File: src/include/spi_host_cfg.svh
`ifndef SPI_HOST_CFG_SVH
`define SPI_HOST_CFG_SVH

////////////////////////////////////////
// Register map, byte addresses

// SCK half period in apb cycles
`define SPI_REG_CLK_DIV 8'h00
// Write starts a transfer, read gives last rx byte
`define SPI_REG_DATA 8'h02
// Chip select level in bit 0
`define SPI_REG_CS_N 8'h04
// Busy flag in bit 0, read only
`define SPI_REG_STATUS 8'h20

////////////////////////////////////////
// Widths and reset values

`define SPI_CLK_DIV_RESET 16'd100
`define SPI_APB_WIDTH 16

`endif
File: src/verilog/spi_host_pkg.sv
`include "spi_host_cfg.svh"

package spi_host_pkg;

	////////////////////////////////////////
	// APB side

	// Requester to completer
	typedef struct packed {
		logic psel;
		logic penable;
		logic pwrite;
		logic [7:0] paddr;
		logic [`SPI_APB_WIDTH-1:0] pwdata;
	} apb_req_t;

	// Completer back to requester
	typedef struct packed {
		logic pready;
		logic pslverr;
		logic [`SPI_APB_WIDTH-1:0] prdata;
	} apb_rsp_t;

	////////////////////////////////////////
	// Register block to shifter

	// One byte to send plus the divider in force for it
	typedef struct packed {
		logic [7:0] tx_data;
		logic [`SPI_APB_WIDTH-1:0] clk_div;
	} shift_req_t;

	// Byte captured from MISO
	typedef struct packed {
		logic [7:0] rx_data;
	} shift_rsp_t;

endpackage

File: src/verilog/spi_host_top.sv
`timescale 1ns/10ps

module spi_host_top (
	input logic apb,
	input logic reset,

	// APB completer
	input spi_host_pkg::apb_req_t apb_req,
	output spi_host_pkg::apb_rsp_t apb_rsp,

	// SPI pins
	output logic spi_sck,
	output logic spi_mosi,
	input logic spi_miso,
	output logic spi_cs_n
);

	////////////////////////////////////////
	// Internal links

	spi_host_pkg::shift_req_t shift_req;
	spi_host_pkg::shift_rsp_t shift_rsp;
	logic req_valid;
	logic req_ready;
	logic rsp_valid;
	// Programmed chip select, registered in the pin stage
	logic cs_n;

	// Register file and APB decode
	apb_spi_regs regs0 (
		.apb(apb),
		.reset(reset),
		.apb_req(apb_req),
		.apb_rsp(apb_rsp),
		.shift_req(shift_req),
		.req_valid(req_valid),
		.req_ready(req_ready),
		.shift_rsp(shift_rsp),
		.rsp_valid(rsp_valid),
		.cs_n(cs_n)
	);

	// Byte shifter with pin stage
	spi_shifter shifter0 (
		.apb(apb),
		.reset(reset),
		.shift_req(shift_req),
		.req_valid(req_valid),
		.req_ready(req_ready),
		.shift_rsp(shift_rsp),
		.rsp_valid(rsp_valid),
		.cs_n(cs_n),
		.spi_sck(spi_sck),
		.spi_mosi(spi_mosi),
		.spi_miso(spi_miso),
		.spi_cs_n(spi_cs_n)
	);

endmodule

File: src/verilog/spi_shifter.sv
`timescale 1ns/10ps
`include "spi_host_cfg.svh"

module spi_shifter (
	input logic apb,
	input logic reset,

	// Transfer request
	input spi_host_pkg::shift_req_t shift_req,
	input logic req_valid,
	output logic req_ready,

	// Received byte
	output spi_host_pkg::shift_rsp_t shift_rsp,
	output logic rsp_valid,

	// Chip select level from the register block
	input logic cs_n,

	// SPI pins
	output logic spi_sck,
	output logic spi_mosi,
	input logic spi_miso,
	output logic spi_cs_n
);

	////////////////////////////////////////
	// Transfer state

	logic active;
	logic [`SPI_APB_WIDTH-1:0] div_lat;
	logic [`SPI_APB_WIDTH-1:0] div_cnt;
	// Half periods done, 0..16
	logic [4:0] half_cnt;
	logic [7:0] tx_sr;
	logic [7:0] rx_sr;

	logic accept;
	logic running;
	logic toggle;

	// Idle whenever no byte is in flight
	assign req_ready = !active;
	assign accept = req_valid && req_ready;

	// Counting stops once all 16 half periods are out
	assign running = active && (half_cnt != 5'd16);

	// End of one half period
	assign toggle = running && (div_cnt == div_lat - 1'b1);

	assign shift_rsp.rx_data = rx_sr;

	////////////////////////////////////////
	// Byte engine

	always_ff @(posedge apb) begin
		if (reset) begin
			active <= 1'b0;
			div_cnt <= '0;
			half_cnt <= 5'd0;
			rsp_valid <= 1'b0;
			spi_sck <= 1'b0;
			spi_mosi <= 1'b0;
		end else begin
			rsp_valid <= 1'b0;

			if (accept) begin
				active <= 1'b1;
				div_cnt <= '0;
				half_cnt <= 5'd0;
				// MSB goes out right away
				spi_mosi <= shift_req.tx_data[7];
			end else if (toggle) begin
				div_cnt <= '0;
				half_cnt <= half_cnt + 5'd1;
				spi_sck <= !spi_sck;

				// Falling SCK, next bit on MOSI
				if (spi_sck)
					spi_mosi <= tx_sr[6];

				// Last falling edge ends the byte
				if (half_cnt == 5'd15)
					rsp_valid <= 1'b1;
			end else if (running) begin
				div_cnt <= div_cnt + 1'b1;
			end

			// Ready again the cycle after the response
			if (rsp_valid)
				active <= 1'b0;
		end
	end

	// Data path, no reset needed
	always_ff @(posedge apb) begin
		if (accept) begin
			div_lat <= shift_req.clk_div;
			tx_sr <= shift_req.tx_data;
		end else if (toggle) begin
			if (spi_sck)
				tx_sr <= {tx_sr[6:0], 1'b0};
			else
				// Rising SCK samples MISO
				rx_sr <= {rx_sr[6:0], spi_miso};
		end
	end

	////////////////////////////////////////
	// Chip select pin

	// One cycle behind the register value
	always_ff @(posedge apb) begin
		if (reset)
			spi_cs_n <= 1'b1;
		else
			spi_cs_n <= cs_n;
	end

	////////////////////////////////////////
	// Checks

	a_half_cnt_range: assert property (
		@(posedge apb) disable iff (reset)
		half_cnt <= 5'd16
	) else $error("half period counter out of range");

	// Idle means SCK parked low, as mode 0 wants
	a_sck_idle_low: assert property (
		@(posedge apb) disable iff (reset)
		req_ready |-> !spi_sck
	) else $error("SCK high while shifter idle");

endmodule

File: src/verilog/apb_spi_regs.sv
`timescale 1ns/10ps
`include "spi_host_cfg.svh"

module apb_spi_regs (
	input logic apb,
	input logic reset,

	// APB completer port
	input spi_host_pkg::apb_req_t apb_req,
	output spi_host_pkg::apb_rsp_t apb_rsp,

	// Transfer request toward the shifter
	output spi_host_pkg::shift_req_t shift_req,
	output logic req_valid,
	input logic req_ready,

	// Received byte back from the shifter
	input spi_host_pkg::shift_rsp_t shift_rsp,
	input logic rsp_valid,

	// Chip select level as programmed
	output logic cs_n
);

	////////////////////////////////////////
	// Register state

	logic [`SPI_APB_WIDTH-1:0] clk_div;
	logic cs_reg;
	logic busy;
	logic [7:0] rx_byte;

	////////////////////////////////////////
	// Access decode

	logic access;
	logic data_wr;
	logic err;
	logic wr_en;
	logic [`SPI_APB_WIDTH-1:0] rdata;

	always_comb begin
		// Access phase of any transfer
		access = apb_req.psel && apb_req.penable;

		// DATA write, the only access that can stall
		data_wr = apb_req.pwrite && (apb_req.paddr == `SPI_REG_DATA);

		// Error and read mux
		err = 1'b0;
		rdata = '0;
		case (apb_req.paddr)
			`SPI_REG_CLK_DIV: begin
				// Zero divider would stall SCK forever
				if (apb_req.pwrite && (apb_req.pwdata == '0))
					err = 1'b1;
				rdata = clk_div;
			end
			`SPI_REG_DATA: begin
				rdata = {{(`SPI_APB_WIDTH-8){1'b0}}, rx_byte};
			end
			`SPI_REG_CS_N: begin
				rdata = {{(`SPI_APB_WIDTH-1){1'b0}}, cs_reg};
			end
			`SPI_REG_STATUS: begin
				// Read only
				if (apb_req.pwrite)
					err = 1'b1;
				rdata = {{(`SPI_APB_WIDTH-1){1'b0}}, busy};
			end
			default: begin
				// Unmapped
				err = 1'b1;
			end
		endcase

		// Wait states only for a DATA write while a transfer runs
		apb_rsp.pready = access && (!data_wr || req_ready);

		apb_rsp.pslverr = access && err;

		// Read data only on a clean read, zero otherwise
		if (access && !apb_req.pwrite && !err)
			apb_rsp.prdata = rdata;
		else
			apb_rsp.prdata = '0;

		// Write takes effect in the completing cycle
		wr_en = apb_rsp.pready && apb_req.pwrite && !err;
	end

	////////////////////////////////////////
	// Shift request

	// Fires in the completing cycle of a DATA write only
	assign req_valid = wr_en && data_wr;

	assign shift_req.tx_data = apb_req.pwdata[7:0];
	assign shift_req.clk_div = clk_div;

	assign cs_n = cs_reg;

	////////////////////////////////////////
	// Register updates

	always_ff @(posedge apb) begin
		if (reset) begin
			clk_div <= `SPI_CLK_DIV_RESET;
			// Deselected out of reset
			cs_reg <= 1'b1;
			busy <= 1'b0;
			rx_byte <= 8'h00;
		end else begin
			if (wr_en && (apb_req.paddr == `SPI_REG_CLK_DIV))
				clk_div <= apb_req.pwdata;
			if (wr_en && (apb_req.paddr == `SPI_REG_CS_N))
				cs_reg <= apb_req.pwdata[0];

			// Transfer done, keep the byte
			if (rsp_valid) begin
				busy <= 1'b0;
				rx_byte <= shift_rsp.rx_data;
			end

			// New transfer accepted
			if (req_valid)
				busy <= 1'b1;
		end
	end

	////////////////////////////////////////
	// Handshake checks

	// Request only offered when the shifter can take it
	a_valid_needs_ready: assert property (
		@(posedge apb) disable iff (reset)
		req_valid |-> req_ready
	) else $error("req_valid raised while shifter not ready");

	// Shifter reports only transfers this block started
	a_rsp_while_busy: assert property (
		@(posedge apb) disable iff (reset)
		rsp_valid |-> busy
	) else $error("rsp_valid arrived with busy low");

endmodule

File: config.mk
export PLATFORM = sky130hd
export DESIGN_NAME = spi_host_top
export DESIGN_NICKNAME = d
export VERILOG_FILES = /design/src/verilog/spi_host_pkg.sv /design/src/verilog/spi_host_top.sv /design/src/verilog/spi_shifter.sv /design/src/verilog/apb_spi_regs.sv
export VERILOG_INCLUDE_DIRS = /design/src /design/src/include
export SDC_FILE = /design/constraint.sdc
export NUM_CORES = 1
export LEC_CHECK = 0
export BUFFER_PORTS_ARGS = -buffer_cell sky130_fd_sc_hd__buf_2
export CAP_MARGIN = 20
export CORE_MARGIN = 1
export CORE_UTILIZATION = 55
export DETAILED_ROUTE_END_ITERATION = 10
export GPL_ROUTABILITY_DRIVEN = 0
export PLACE_DENSITY = 0.81
export SETUP_SLACK_MARGIN = 0.2
export SYNTH_ARGS = -nofsm -noshare
export SYNTH_HDL_FRONTEND = slang
export SYNTH_SLANG_ARGS = --single-unit
File: constraint.sdc
create_clock -name apb -period 5.75 [get_ports apb]
set_input_delay 1.15 -clock apb [delete_from_list [all_inputs] [get_ports apb]]
set_output_delay 1.15 -clock apb [all_outputs]
set_load 0.03 [all_outputs]
Yosys cells after proc, flatten, opt, wreduce, memory -nomap -nowiden:

Cells that the tools add are included.

* multiplexer cells: 14
* bitwise operators: 3
* reduce and logical (&&, ||, !) cells: 34
* $add $sub $neg: 3
* equal/unequal tests: 6

Operators by type and width (count)
* one-hot mux 16 bit (4 select lines): 1
* 2-to-1 mux 7 bit: 3
* adder 16 x 1 -> 16 bit (second input constant): 1
* == test 16 bit: 1
* logical NOT 16 bit: 1
* 2-to-1 mux 16 bit: 1
* subtractor 16 x 1 -> 16 bit (second input constant): 1
* logical AND 1 bit: 15
* == test 8 x 2 -> 1 bit (second input constant): 1
* == test 8 x 3 -> 1 bit (second input constant): 1
* == test 8 x 6 -> 1 bit (second input constant): 1
* logical NOT 8 bit: 1
* 2-to-1 mux 1 bit: 8
* nonzero test 2 bit: 3
* OR reduction 2 bit: 3
* OR reduction 3 bit: 2
* adder 5 x 1 -> 5 bit (second input constant): 1
* == test 5 x 4 -> 1 bit (second input constant): 1
* logical NOT 1 bit: 5
* inequality test 5 bit (second input constant): 1
* AND reduction 2 bit: 2
* inverter 1 bit: 3
* one-hot mux 1 bit (3 select lines): 1
* AND reduction 3 bit: 1
* logical OR 1 bit: 1

* register bits after elaboration: 83
* input bits: 30
* output and inout bits: 21
* word-level logic and storage cells: 74

Logic depth before layout (Yosys ltp):

Gate-level depths: netlist of run 1.

* word-level depth: 11
* mapped depth: 12

Modules after synthesis:

Synthesis of run 1 repeated with hierarchy kept, for this count alone.

* cells, all modules: 457
* area total of the unflattened synthesis: 4291.6 um2

Modules (own cells, without submodules)
* spi_shifter: instances 1, area each 2855.2 um2, seq. area each 1451.4 um2, cells an instance 284
* apb_spi_regs: instances 1, area each 1436.4 um2, seq. area each 520.5 um2, cells an instance 173

Least setup slack after synthesis of run 1:

No wires, ideal clock.

* path kind: input -> output
* from: input apb_req[19] (netlist bit)
* to: output apb_rsp[10] (netlist bit)
* slack: 1.355 ns
* cell stages on the path: 7
* data arrival time: 3.245 ns
* cell sequence: or4_1 -> or2_1 -> buf_2 -> or4_1 -> buf_2 -> nor3b_4 -> and2_1

RTL lines
* start: declaration: RTL line spi_host_top.sv:8 `input spi_host_pkg::apb_req_t apb_req,`
* end: declaration: RTL line spi_host_top.sv:9 `output spi_host_pkg::apb_rsp_t apb_rsp,`

==> qor.csv, run 1 <==
stage,metric,value,unit
synth,Adder-Cell Fraction of Synth Area,1.70,%
cts,Clock Root Buffer,clkbuf_8,
cts,CTS Hold Bufs,0,
finish,Non-Filler Instances,565,
timing,Slew Limit Fails,0,
global_routing,largest net degree at the start of global routing,37,
timing,final hold vios,0,
synth,post-synthesis register bit count,83,
cts,Post-CTS Resized,0,
finish,Antenna Cells,0,
floorplan,die area,0.00812,mm2
synth,main combinational cell family by area after synthesis,simple AND/OR/NAND/NOR gates,
power_and_ir_drop,Logic pwr share,3.2,%
detailed_routing,vias per cell,5.96,
synth,Yosys top cell by area,dfxtp_1,
synth,mapped cell area,0.00427,mm2
critical_path,Critical Path Fanout Max,9,
cts,Bufs on Longest Clock Path,2,
synth,Syn Inst Count,420,
finish,FF/Latch Area,0.00197,mm2
detailed_routing,metal3 WL,405,um
finish,multi-input logic area,0.00215,mm2
timing,final setup fails,0,
timing,Final period util,82.2,%
power_and_ir_drop,switching portion of total power,23.5,%
detailed_routing,Via Count,3368,
synth,ranking of synthesized cells by area,"dfxtp_1 (24%), edfxtp_1 (22%), mux2i_1 (6.1%), nor2_1 (4.0%), xnor2_1 (3.7%)",
detailed_routing,DRT antenna net count,0,
synth,post-synthesis simple-gate area fraction,26.6,%
detailed_routing,DR WL/cell,16.9,um
finish,layout net count,496,
detailed_routing,drc violations,0,
finish,Area Overhead vs Synth,10.9,%
synth,post-synthesis xor/xnor area fraction,6.56,%
floorplan,Placeable Area,0.00737,mm2
cts,clock-pin slew on the worst setup and hold paths,0.09,ns
timing,Setup TNS Final,0,ns
power_and_ir_drop,P_sw,252,uW
status,status,"finished, final reports clean",
cts,H-Tree Depth,3,
detailed_routing,routed metal-1 wire length,4130,um
synth,ys flop type,dfxtp_1,
worst_hold_path,HP Class,reg -> reg,
synth,Compound-Gate Fraction of Synth Area,8.90,%
power_and_ir_drop,Max VDD drop,0.156,mV
floorplan,DIE HEIGHT,90.1,um
finish,share of cells above drive strength 1,19.7,%
critical_path,critical path class,in -> out,
critical_path,Setup crit end kind,primary output,
placement,Inst Count DP,549,
cts,CTS tree,done,
global_routing,global-route total usage across every layer,24.1,%
global_routing,initial antenna violation count,0,
global_routing,vias in the first global route,3207,
floorplan,row cnt,31,
power_and_ir_drop,Clock power frac,40.5,%
detailed_routing,total wire length,9550,um
floorplan,# IOs,51,
synth,"Distinct cells, synth",66,
timing,Slew @ Worst Pin,1.00,ns
synth,Syn Area/Cell,10.2,um2
synth,syn_nets,455,
cts,setup bufs post-CTS,0,
synth,number of synthesized flops with an enable pin,31,
synth,sequential element share of the synthesized area,46.2,%
timing,Peak Freq,212,MHz
synth,share of the synthesized area in the top cell type,24.4,%
floorplan,initial core utilization,58.0,%
critical_path,Startpoint Class,input pin,
placement,Detail Placement HPWL,6650,um
timing,RSZ-0062 raised after global routing,false,
run,number of max-cap violations,0,
global_routing,first-pass GRT wire length,15600,um
finish,post-layout util,64.3,%
critical_path,"Req. time, crit path",4.60,ns
timing,Slew HR,33.2,%
detailed_routing,met2 WL post-DR,4680,um
cts,CTS sink count,83,
synth,Synth Warn #,0,
power_and_ir_drop,P per Cell Area,227,mW/mm2
timing,Final Skew,0.00704,ns
global_routing,Overflow after GRT,0,
cts,Num CTS Buffers,9,
finish,Fillers,596,
synth,asr flop ratio synth,0,%
placement,Port Buffers,50,
power_and_ir_drop,Seq pwr share,56.2,%
power_and_ir_drop,Pint,823,uW
detailed_routing,Initial DRC Count,196,
timing,fin crit period,4.73,ns
detailed_routing,Initial DRT Pass Iterations,5,
detailed_routing,highest metal used,met4,
critical_path,Critical Path AT,3.58,ns
cts,worst skew pair latency,0.36,ns
power_and_ir_drop,static leakage,0.00172,uW
floorplan,Die X,90.1,um
synth,mux share of post-synthesis cell area,6.62,%
[cell usage after synthesis, drive strengths merged (10+ instances only)]
cell / count
nor2: 46
mux2i: 26
clkbuf: 12
nand4: 11
inv: 10
dfxtp: 52
xor2: 14
nand2: 34
nand3: 13
nor3: 22
edfxtp: 31
and2: 11
nor4: 10
xnor2: 18
[path summary, 6_finish.rpt]
kind	startpoint	to	slack [ns]	depth (start not counted)
setup reg to reg	shifter0.div_lat[0]$_DFFE_PP_	shifter0.tx_sr[6]$_DFFE_PP_	2.22	8
hold reg to reg	shifter0.shift_rsp[0]$_DFFE_PP_	shifter0.shift_rsp[1]$_DFFE_PP_	0.46	0
setup / recovery	apb_req[19]	apb_rsp[10]	1.02	7
hold / removal	shifter0.shift_rsp[0]$_DFFE_PP_	shifter0.shift_rsp[1]$_DFFE_PP_	0.46	0
[cell families (layout without fill, tap and decap cells)]
group                    count (synthesis)  after routing
AND/OR/NAND/NOR                        191            191
flip-flops                              83             83
multiplexers                            28             28
XOR/XNOR                                32             32
buffers and inverters                   30             76
adder cells (fa/ha/maj)                  6              6
AO/OA/AOI/OAI                           50             50
[sequential cells by signal (all words and copies together), names as in the netlist]
signal	cells
shifter0.active	1
shifter0.tx_sr	7
regs0.clk_div	16
shifter0.spi_mosi	1
shifter0.spi_cs_n	1
regs0.cs_n	1
shifter0.shift_rsp	8
shifter0.div_lat	16
regs0.busy	1
shifter0.div_cnt	16
shifter0.spi_sck	1
shifter0.half_cnt	5
shifter0.rsp_valid	1
regs0.rx_byte	8
[through the flow]
| step | area (um2) | hold WS [ns] | total power, uW | worst slack, ns |
|---|---|---|---|---|
| 2_1_floorplan | 4270 | 0.421 | 635 | 1.35 |
| 3_3_place_gp | 4540 | 0.430 | 652 | 1.10 |
| 3_5_place_dp | 4540 | 0.440 | 652 | 1.03 |
| 4_1_cts | 4740 | 0.460 | 1080 | 1.03 |
| 5_1_grt | 4740 | 0.480 | 1110 | 0.929 |
| 6_report | 4740 | 0.464 | 1080 | 1.02 |
[layout by cell type (no fill, tap or decap), types with 11 or more instances in the layout]
| cell | synthesis | final |
|---|---|---|
| and2_1 | 11 | 11 |
| buf_2 | 3 | 50 |
| dfxtp_1 | 52 | 52 |
| edfxtp_1 | 31 | 31 |
| mux2i_1 | 26 | 26 |
| nand2_1 | 34 | 34 |
| nand3_1 | 12 | 12 |
| nand4_1 | 11 | 11 |
| nor2_1 | 46 | 46 |
| nor3_1 | 11 | 11 |
| nor3_2 | 11 | 11 |
| xnor2_1 | 18 | 18 |
| xor2_1 | 14 | 14 |
[worst max-delay path, cell delays in order]
cell and delay [ns]:
buf_2 0.09, or4_1 0.49, or2_1 0.32, or4_1 0.73, nor3b_4 0.41, and2_1 0.18
buf_2 0.20
[metal layers]
layer	track usage, %	up-vias
met5	0	-
met4	13.3	0
met3	3.47	29
met2	40.5	123
met1	29.9	1610
li1	-	1606
[final cells by class]
| class | instances | area share [%] |
|---|---|---|
| clock buffer | 10 | 2.69 |
| clock inverter | 6 | 1.56 |
| inverter | 10 | 0.792 |
| multi-input combinational | 307 | 45.4 |
| sequential | 83 | 41.6 |
| tap | 99 | 2.61 |
| timing repair buffer | 50 | 5.28 |
[power by group through the flow]
stage | registers (uW) | clock network, uW | logic, uW
global route | 605 | 465 | 36.6
global placement | 618 | 0 | 33.8
CTS | 605 | 438 | 34.2
finish | 605 | 436 | 34.7
detailed placement | 618 | 0 | 34.1
floorplan | 619 | 0 | 16.5
No activity file was read; power rests on OpenSTA's default activity.
==> run 2, diff against run 1 <==
Clock period 5.75 ns to 4.9 ns, I/O delays scaled along.
==> qor.csv, run 2 (synthesized netlist as in run 1, its figures left out) <==
stage,metric,value,unit,change
status,status,"finished, final reports clean",,
worst_hold_path,Hold Path End,shifter0.div_lat[10]$_DFFE_PP_,,
cts,worst skew pair latency,0.37,ns,about the same
timing,Peak Freq,230,MHz,
critical_path,R2R depth,8,,unchanged
critical_path,Critical Path Fanout Max,9,,unchanged
timing,Final period util,88.8,%,
power_and_ir_drop,Max VDD drop,0.189,mV,+21%
floorplan,# IOs,51,,unchanged
cts,Bufs on Longest Clock Path,2,,unchanged
critical_path,critical path class,in -> out,,
timing,RSZ-0062 raised after global routing,false,,
global_routing,initial antenna violation count,0,,unchanged
finish,"commonest non-fill, non-tap cell in the layout",dfxtp_1,,
finish,layout net count,498,,+0.40%
run,number of max-cap violations,0,,unchanged
detailed_routing,drc violations,0,,unchanged
finish,biggest regs,"regs0.clk_div (16), shifter0.div_cnt (16), shifter0.div_lat (16)",,
critical_path,Startpoint Class,input pin,,
timing,Final Skew,0.00472,ns,-0.00232 ns
finish,share of cells above drive strength 1,20.3,%,+0.56 points
worst_hold_path,Hold Path Origin,regs0.clk_div[10]$_SDFFE_PP0P_,,
placement,Port Buffers,50,,unchanged
critical_path,"Req. time, crit path",3.92,ns,-0.68 ns
detailed_routing,total wire length,9270,um,-2.9%
critical_path,R2R Path Start,shifter0.div_lat[0]$_DFFE_PP_,,
critical_path,Crit Reg-Reg Endpoint,shifter0.tx_sr[3]$_DFFE_PP_,,
cts,CTS sink count,83,,unchanged
finish,Antenna Cells,0,,unchanged
floorplan,Placeable Area,0.00737,mm2,unchanged
power_and_ir_drop,P_sw,301,uW,+19%
detailed_routing,Initial DRC Count,254,,+30%
floorplan,row cnt,31,,unchanged
detailed_routing,Via Count,3352,,-0.48%
finish,FF/Latch Area,0.00197,mm2,unchanged
cts,Post-CTS Resized,0,,unchanged
floorplan,Die X,90.1,um,unchanged
placement,Area after DPL,0.00455,mm2,+0.33%
power_and_ir_drop,Logic pwr share,3.2,%,about the same
finish,Area Overhead vs Synth,11.4,%,
finish,design area,0.00476,mm2,+0.42%
timing,Slew Limit Fails,0,,unchanged
critical_path,r2r setup slk,1.38,ns,-0.84 ns
detailed_routing,DRT antenna net count,0,,unchanged
worst_hold_path,HP Class,reg -> reg,,
cts,setup bufs post-CTS,0,,unchanged
detailed_routing,DR WL/cell,16.3,um,-3.3%
critical_path,Critical Path AT,3.37,ns,-0.21 ns
timing,Slew @ Worst Pin,0.851,ns,-0.151 ns
floorplan,die area,0.00812,mm2,unchanged
timing,final hold vios,0,,unchanged
cts,CTS tree,done,,
global_routing,Overflow after GRT,0,,unchanged
cts,Num CTS Buffers,9,,unchanged
critical_path,Setup crit end kind,primary output,,
global_routing,largest net degree at the start of global routing,37,,unchanged
detailed_routing,Initial DRT Pass Iterations,4,,-1
cts,H-Tree Depth,3,,unchanged
power_and_ir_drop,static leakage,0.00173,uW,+0.85%
power_and_ir_drop,Pint,968,uW,+18%
power_and_ir_drop,P per Cell Area,267,mW/mm2,+18%
power_and_ir_drop,Power Total,1270,uW,+18%
power_and_ir_drop,switching portion of total power,23.7,%,+0.27 points
timing,Slew HR,43.3,%,+10 points
floorplan,DIE HEIGHT,90.1,um,unchanged
finish,Fillers,601,,+0.84%
finish,most frequent cells in the layout,"dfxtp_1 (52), buf_2 (50), nor2_1 (46), nand2_1 (34), edfxtp_1 (31)",,
worst_hold_path,Hold Crit Depth,0,,unchanged
placement,Detail Placement HPWL,6800,um,+2.3%
power_and_ir_drop,Seq pwr share,55.9,%,-0.3 points
cts,clock-pin slew on the worst setup and hold paths,0.09,ns,about the same
finish,multi-input logic area,0.00215,mm2,unchanged
global_routing,first-pass GRT wire length,15400,um,-1.3%
global_routing,vias in the first global route,3241,,+1.1%
cts,CTS Hold Bufs,0,,unchanged
cts,Clock Root Buffer,clkbuf_8,,
global_routing,global-route total usage across every layer,24.0,%,-0.11 points
floorplan,initial core utilization,58.0,%,unchanged
power_and_ir_drop,Clock power frac,40.9,%,+0.4 points
detailed_routing,vias per cell,5.91,,-0.83%
timing,Setup TNS Final,0,ns,unchanged
timing,fin crit period,4.35,ns,
timing,final setup fails,0,,unchanged
## run 2: cell count changes in the layout (fill, tap and decap cells not counted), sizes merged
cell / change
clkinv: -1
clkbuf: -1
buf: +2
inv: +2
## run 2: worst max-delay path, stage by stage
cell and delay [ns]:
buf_2 0.09, or4_1 0.49, or2_1 0.33, or4_1 0.73, nor3b_4 0.38, and2_1 0.18, buf_2 0.19
## run 2: worst max path at each step
stage / from / endpoint / slack (ns) / cells after the start
after global placement: apb_req[19] / apb_rsp[14] / 0.59 / 7
after detailed placement: apb_req[19] / apb_rsp[15] / 0.52 / 7
final: apb_req[19] / apb_rsp[15] / 0.55 / 7
after global routing: apb_req[19] / apb_rsp[10] / 0.40 / 7
after floorplan: apb_req[19] / apb_rsp[10] / 0.84 / 7
after CTS: apb_req[19] / apb_rsp[15] / 0.52 / 7
## run 2: area by class of cell
type | count | area share, %
clock inverter | 7 | 1.74
tap | 99 | 2.60
clock buffer | 9 | 2.60
multi-input combinational | 307 | 45.3
timing repair buffer | 52 | 5.57
sequential | 83 | 41.4
inverter | 10 | 0.789
## run 2: power groups by stage
stage                     sequential (uW)  clock [uW]  combinational (uW)
after detailed placement              726           0                40.3
final                                 710         519                40.7
after global placement                726           0                39.4
after global routing                  710         553                43.9
after floorplan                       726           0                19.4
after CTS                             710         528                40.6
## run 2: through the flow
step	hold slack (ns)	std cells	utilization (%)	setup WS (ns)
2_1_floorplan	0.421	420	-	0.845
3_3_place_gp	0.430	551	61.8	0.587
5_1_grt	0.473	567	64.6	0.400
3_5_place_dp	0.439	551	61.8	0.522
6_report	0.459	567	64.6	0.548
4_1_cts	0.461	567	64.6	0.518
## run 2: metal layers
layer / global-route usage [%] / vias up / routed length, um / part of all wire (%)
met5: 0 / - / 0 / 0
met4: 12.8 / 0 / 221 / 2.4
met3: 4.99 / 20 / 499 / 5.4
met2: 40.3 / 109 / 4610 / 50
met1: 29.0 / 1605 / 3930 / 42
li1: - / 1618 / - / -
==> run 3, diff against run 2 <==
Clock period 4.9 ns to 4.3 ns, I/O delays scaled along.
==> qor.csv, run 3 (synthesized netlist as in run 1, its figures left out) <==
stage,metric,value,unit,change
status,status,"finished, final reports clean",,
finish,Antenna Cells,0,,unchanged
finish,biggest regs,"regs0.clk_div (16), shifter0.div_cnt (16), shifter0.div_lat (16)",,
timing,final setup fails,0,,unchanged
critical_path,Startpoint Class,input pin,,
detailed_routing,total wire length,9610,um,+3.7%
critical_path,CP bufs+invs,2,,unchanged
cts,setup bufs post-CTS,0,,unchanged
global_routing,initial antenna violation count,0,,unchanged
worst_hold_path,Hold Crit Depth,0,,unchanged
detailed_routing,DR WL/cell,16.9,um,+3.2%
critical_path,Critical Path AT,3.13,ns,-0.24 ns
critical_path,CP Cell Sequence,"buf_2, or4_1, or2_1, or4_4, nor3b_4, and2_1, buf_2",,
placement,Port Buffers,50,,unchanged
critical_path,Crit Reg-Reg Endpoint,shifter0.tx_sr[6]$_DFFE_PP_,,
timing,hold slack,0.469,ns,+0.0104 ns
critical_path,R2R Path Start,shifter0.div_lat[0]$_DFFE_PP_,,
detailed_routing,drc violations,0,,unchanged
detailed_routing,Initial DRT Pass Iterations,4,,unchanged
critical_path,Critical Path Fanout Max,8,,-1
cts,Clock Root Buffer,clkbuf_8,,
cts,CTS tree,done,,
global_routing,Overflow after GRT,0,,unchanged
finish,post-layout util,65.0,%,+0.39 points
global_routing,global-route total usage across every layer,24.4,%,+0.36 points
power_and_ir_drop,Pint,1100,uW,+14%
power_and_ir_drop,P per Cell Area,305,mW/mm2,+14%
worst_hold_path,Hold Path End,shifter0.shift_rsp[6]$_DFFE_PP_,,
placement,Setup WS pre-CTS,0.281,ns,-0.241 ns
critical_path,r2r setup slk,1.09,ns,-0.29 ns
floorplan,Placeable Area,0.00737,mm2,unchanged
floorplan,DIE HEIGHT,90.1,um,unchanged
critical_path,CP max stage cell,or4_4,,
critical_path,critical path class,in -> out,,
cts,Bufs on Longest Clock Path,2,,unchanged
worst_hold_path,HP Class,reg -> reg,,
finish,share of cells above drive strength 1,21.0,%,+0.72 points
timing,Slew HR,56.3,%,+13 points
floorplan,initial core utilization,58.0,%,unchanged
power_and_ir_drop,Clock power frac,41.3,%,+0.4 points
critical_path,"CP delay by family, top",simple AND/OR/NAND/NOR gates,,
power_and_ir_drop,Max VDD drop,0.256,mV,+35%
timing,Slew @ Worst Pin,0.655,ns,-0.196 ns
timing,Setup WS post-layout,0.312,ns,-0.236 ns
timing,Setup TNS Final,0,ns,unchanged
cts,worst skew pair latency,0.38,ns,about the same
floorplan,die area,0.00812,mm2,unchanged
global_routing,vias in the first global route,3219,,-0.68%
power_and_ir_drop,static leakage,0.00175,uW,+0.92%
detailed_routing,Initial DRC Count,208,,-18%
floorplan,Die X,90.1,um,unchanged
global_routing,first-pass GRT wire length,15700,um,+2.2%
finish,layout net count,501,,+0.60%
power_and_ir_drop,switching portion of total power,24.2,%,+0.49 points
power_and_ir_drop,P_sw,353,uW,+17%
cts,CTS sink count,83,,unchanged
timing,Final period util,92.7,%,
finish,Fillers,606,,+0.83%
floorplan,row cnt,31,,unchanged
cts,H-Tree Depth,3,,unchanged
cts,CTS Hold Bufs,0,,unchanged
detailed_routing,DRT antenna net count,0,,unchanged
timing,final hold vios,0,,unchanged
worst_hold_path,Hold Path Origin,shifter0.shift_rsp[5]$_DFFE_PP_,,
cts,Post-CTS Resized,0,,unchanged
finish,most frequent cells in the layout,"dfxtp_1 (52), buf_2 (50), nor2_1 (46), nand2_1 (34), edfxtp_1 (31)",,
detailed_routing,Via Count,3345,,-0.21%
cts,Num CTS Buffers,9,,unchanged
timing,Final Skew,0.00621,ns,+0.00149 ns
finish,Area Overhead vs Synth,12.1,%,
finish,"commonest non-fill, non-tap cell in the layout",dfxtp_1,,
run,number of max-cap violations,0,,unchanged
timing,RSZ-0062 raised after global routing,false,,
critical_path,"Req. time, crit path",3.44,ns,-0.48 ns
critical_path,"most used cell, CP",buf_2,,
floorplan,# IOs,51,,unchanged
timing,fin crit period,3.99,ns,
power_and_ir_drop,Seq pwr share,55.5,%,-0.4 points
power_and_ir_drop,Logic pwr share,3.2,%,about the same
cts,clock-pin slew on the worst setup and hold paths,0.09,ns,about the same
critical_path,Setup crit end kind,primary output,,
global_routing,largest net degree at the start of global routing,37,,unchanged
timing,Slew Limit Fails,0,,unchanged
critical_path,"Largest stage delay, worst path",0.58,ns,-0.15 ns
critical_path,R2R depth,9,,+1
placement,Detail Placement HPWL,6830,um,+0.34%
detailed_routing,vias per cell,5.87,,-0.73%
timing,Peak Freq,251,MHz,
## run 3: cell count changes in the layout (fill, tap and decap cells not counted), sizes merged
| cell | previous run | this run |
|---|---|---|
| buf | 52 | 55 |
| clkinv | 0 | 1 |
| inv | 14 | 13 |
## run 3: worst max path at each step
stage,from,endpoint,slack [ns],cells after the start
after floorplan,apb_req[19],apb_rsp[10],0.48,7
after global placement,apb_req[19],apb_rsp[13],0.34,7
final,apb_req[19],apb_rsp[10],0.31,7
after global routing,apb_req[19],apb_rsp[10],0.21,7
after CTS,apb_req[19],apb_rsp[10],0.25,7
after detailed placement,apb_req[19],apb_rsp[10],0.28,7
## run 3: cell type report
type | count | area (um2) | share of cell area, %
Tap cell | 99 | 124 | 2.59
Clock inverter | 7 | 85.1 | 1.78
Timing Repair Buffer | 55 | 288 | 6.01
Clock buffer | 9 | 124 | 2.59
Inverter | 10 | 37.5 | 0.784
Multi-Input combinational cell | 307 | 2160 | 45.1
Sequential cell | 83 | 1970 | 41.2
## run 3: metal layers
| metal | part of all wire, % | track usage [%] | vias up |
|---|---|---|---|
| li1 | - | - | 1616 |
| met1 | 43 | 30.0 | 1593 |
| met2 | 49 | 39.9 | 112 |
| met3 | 5.0 | 5.16 | 24 |
| met4 | 2.9 | 13.6 | 0 |
| met5 | 0 | 0 | - |
## run 3: per-stage QoR
step	area (um2)	std cells	power, uW
detailed placement	4570	554	873
floorplan	4270	420	849
global placement	4570	554	872
global route	4790	570	1500
finish	4790	570	1460
CTS	4780	570	1460
## run 3: power by group through the flow
stage	registers [uW]	logic (uW)	clock network (uW)
floorplan	827	22.1	0
global placement	827	45.4	0
detailed placement	827	46.4	0
CTS	809	46.4	606
global route	809	50.3	637
finish	809	47.2	602
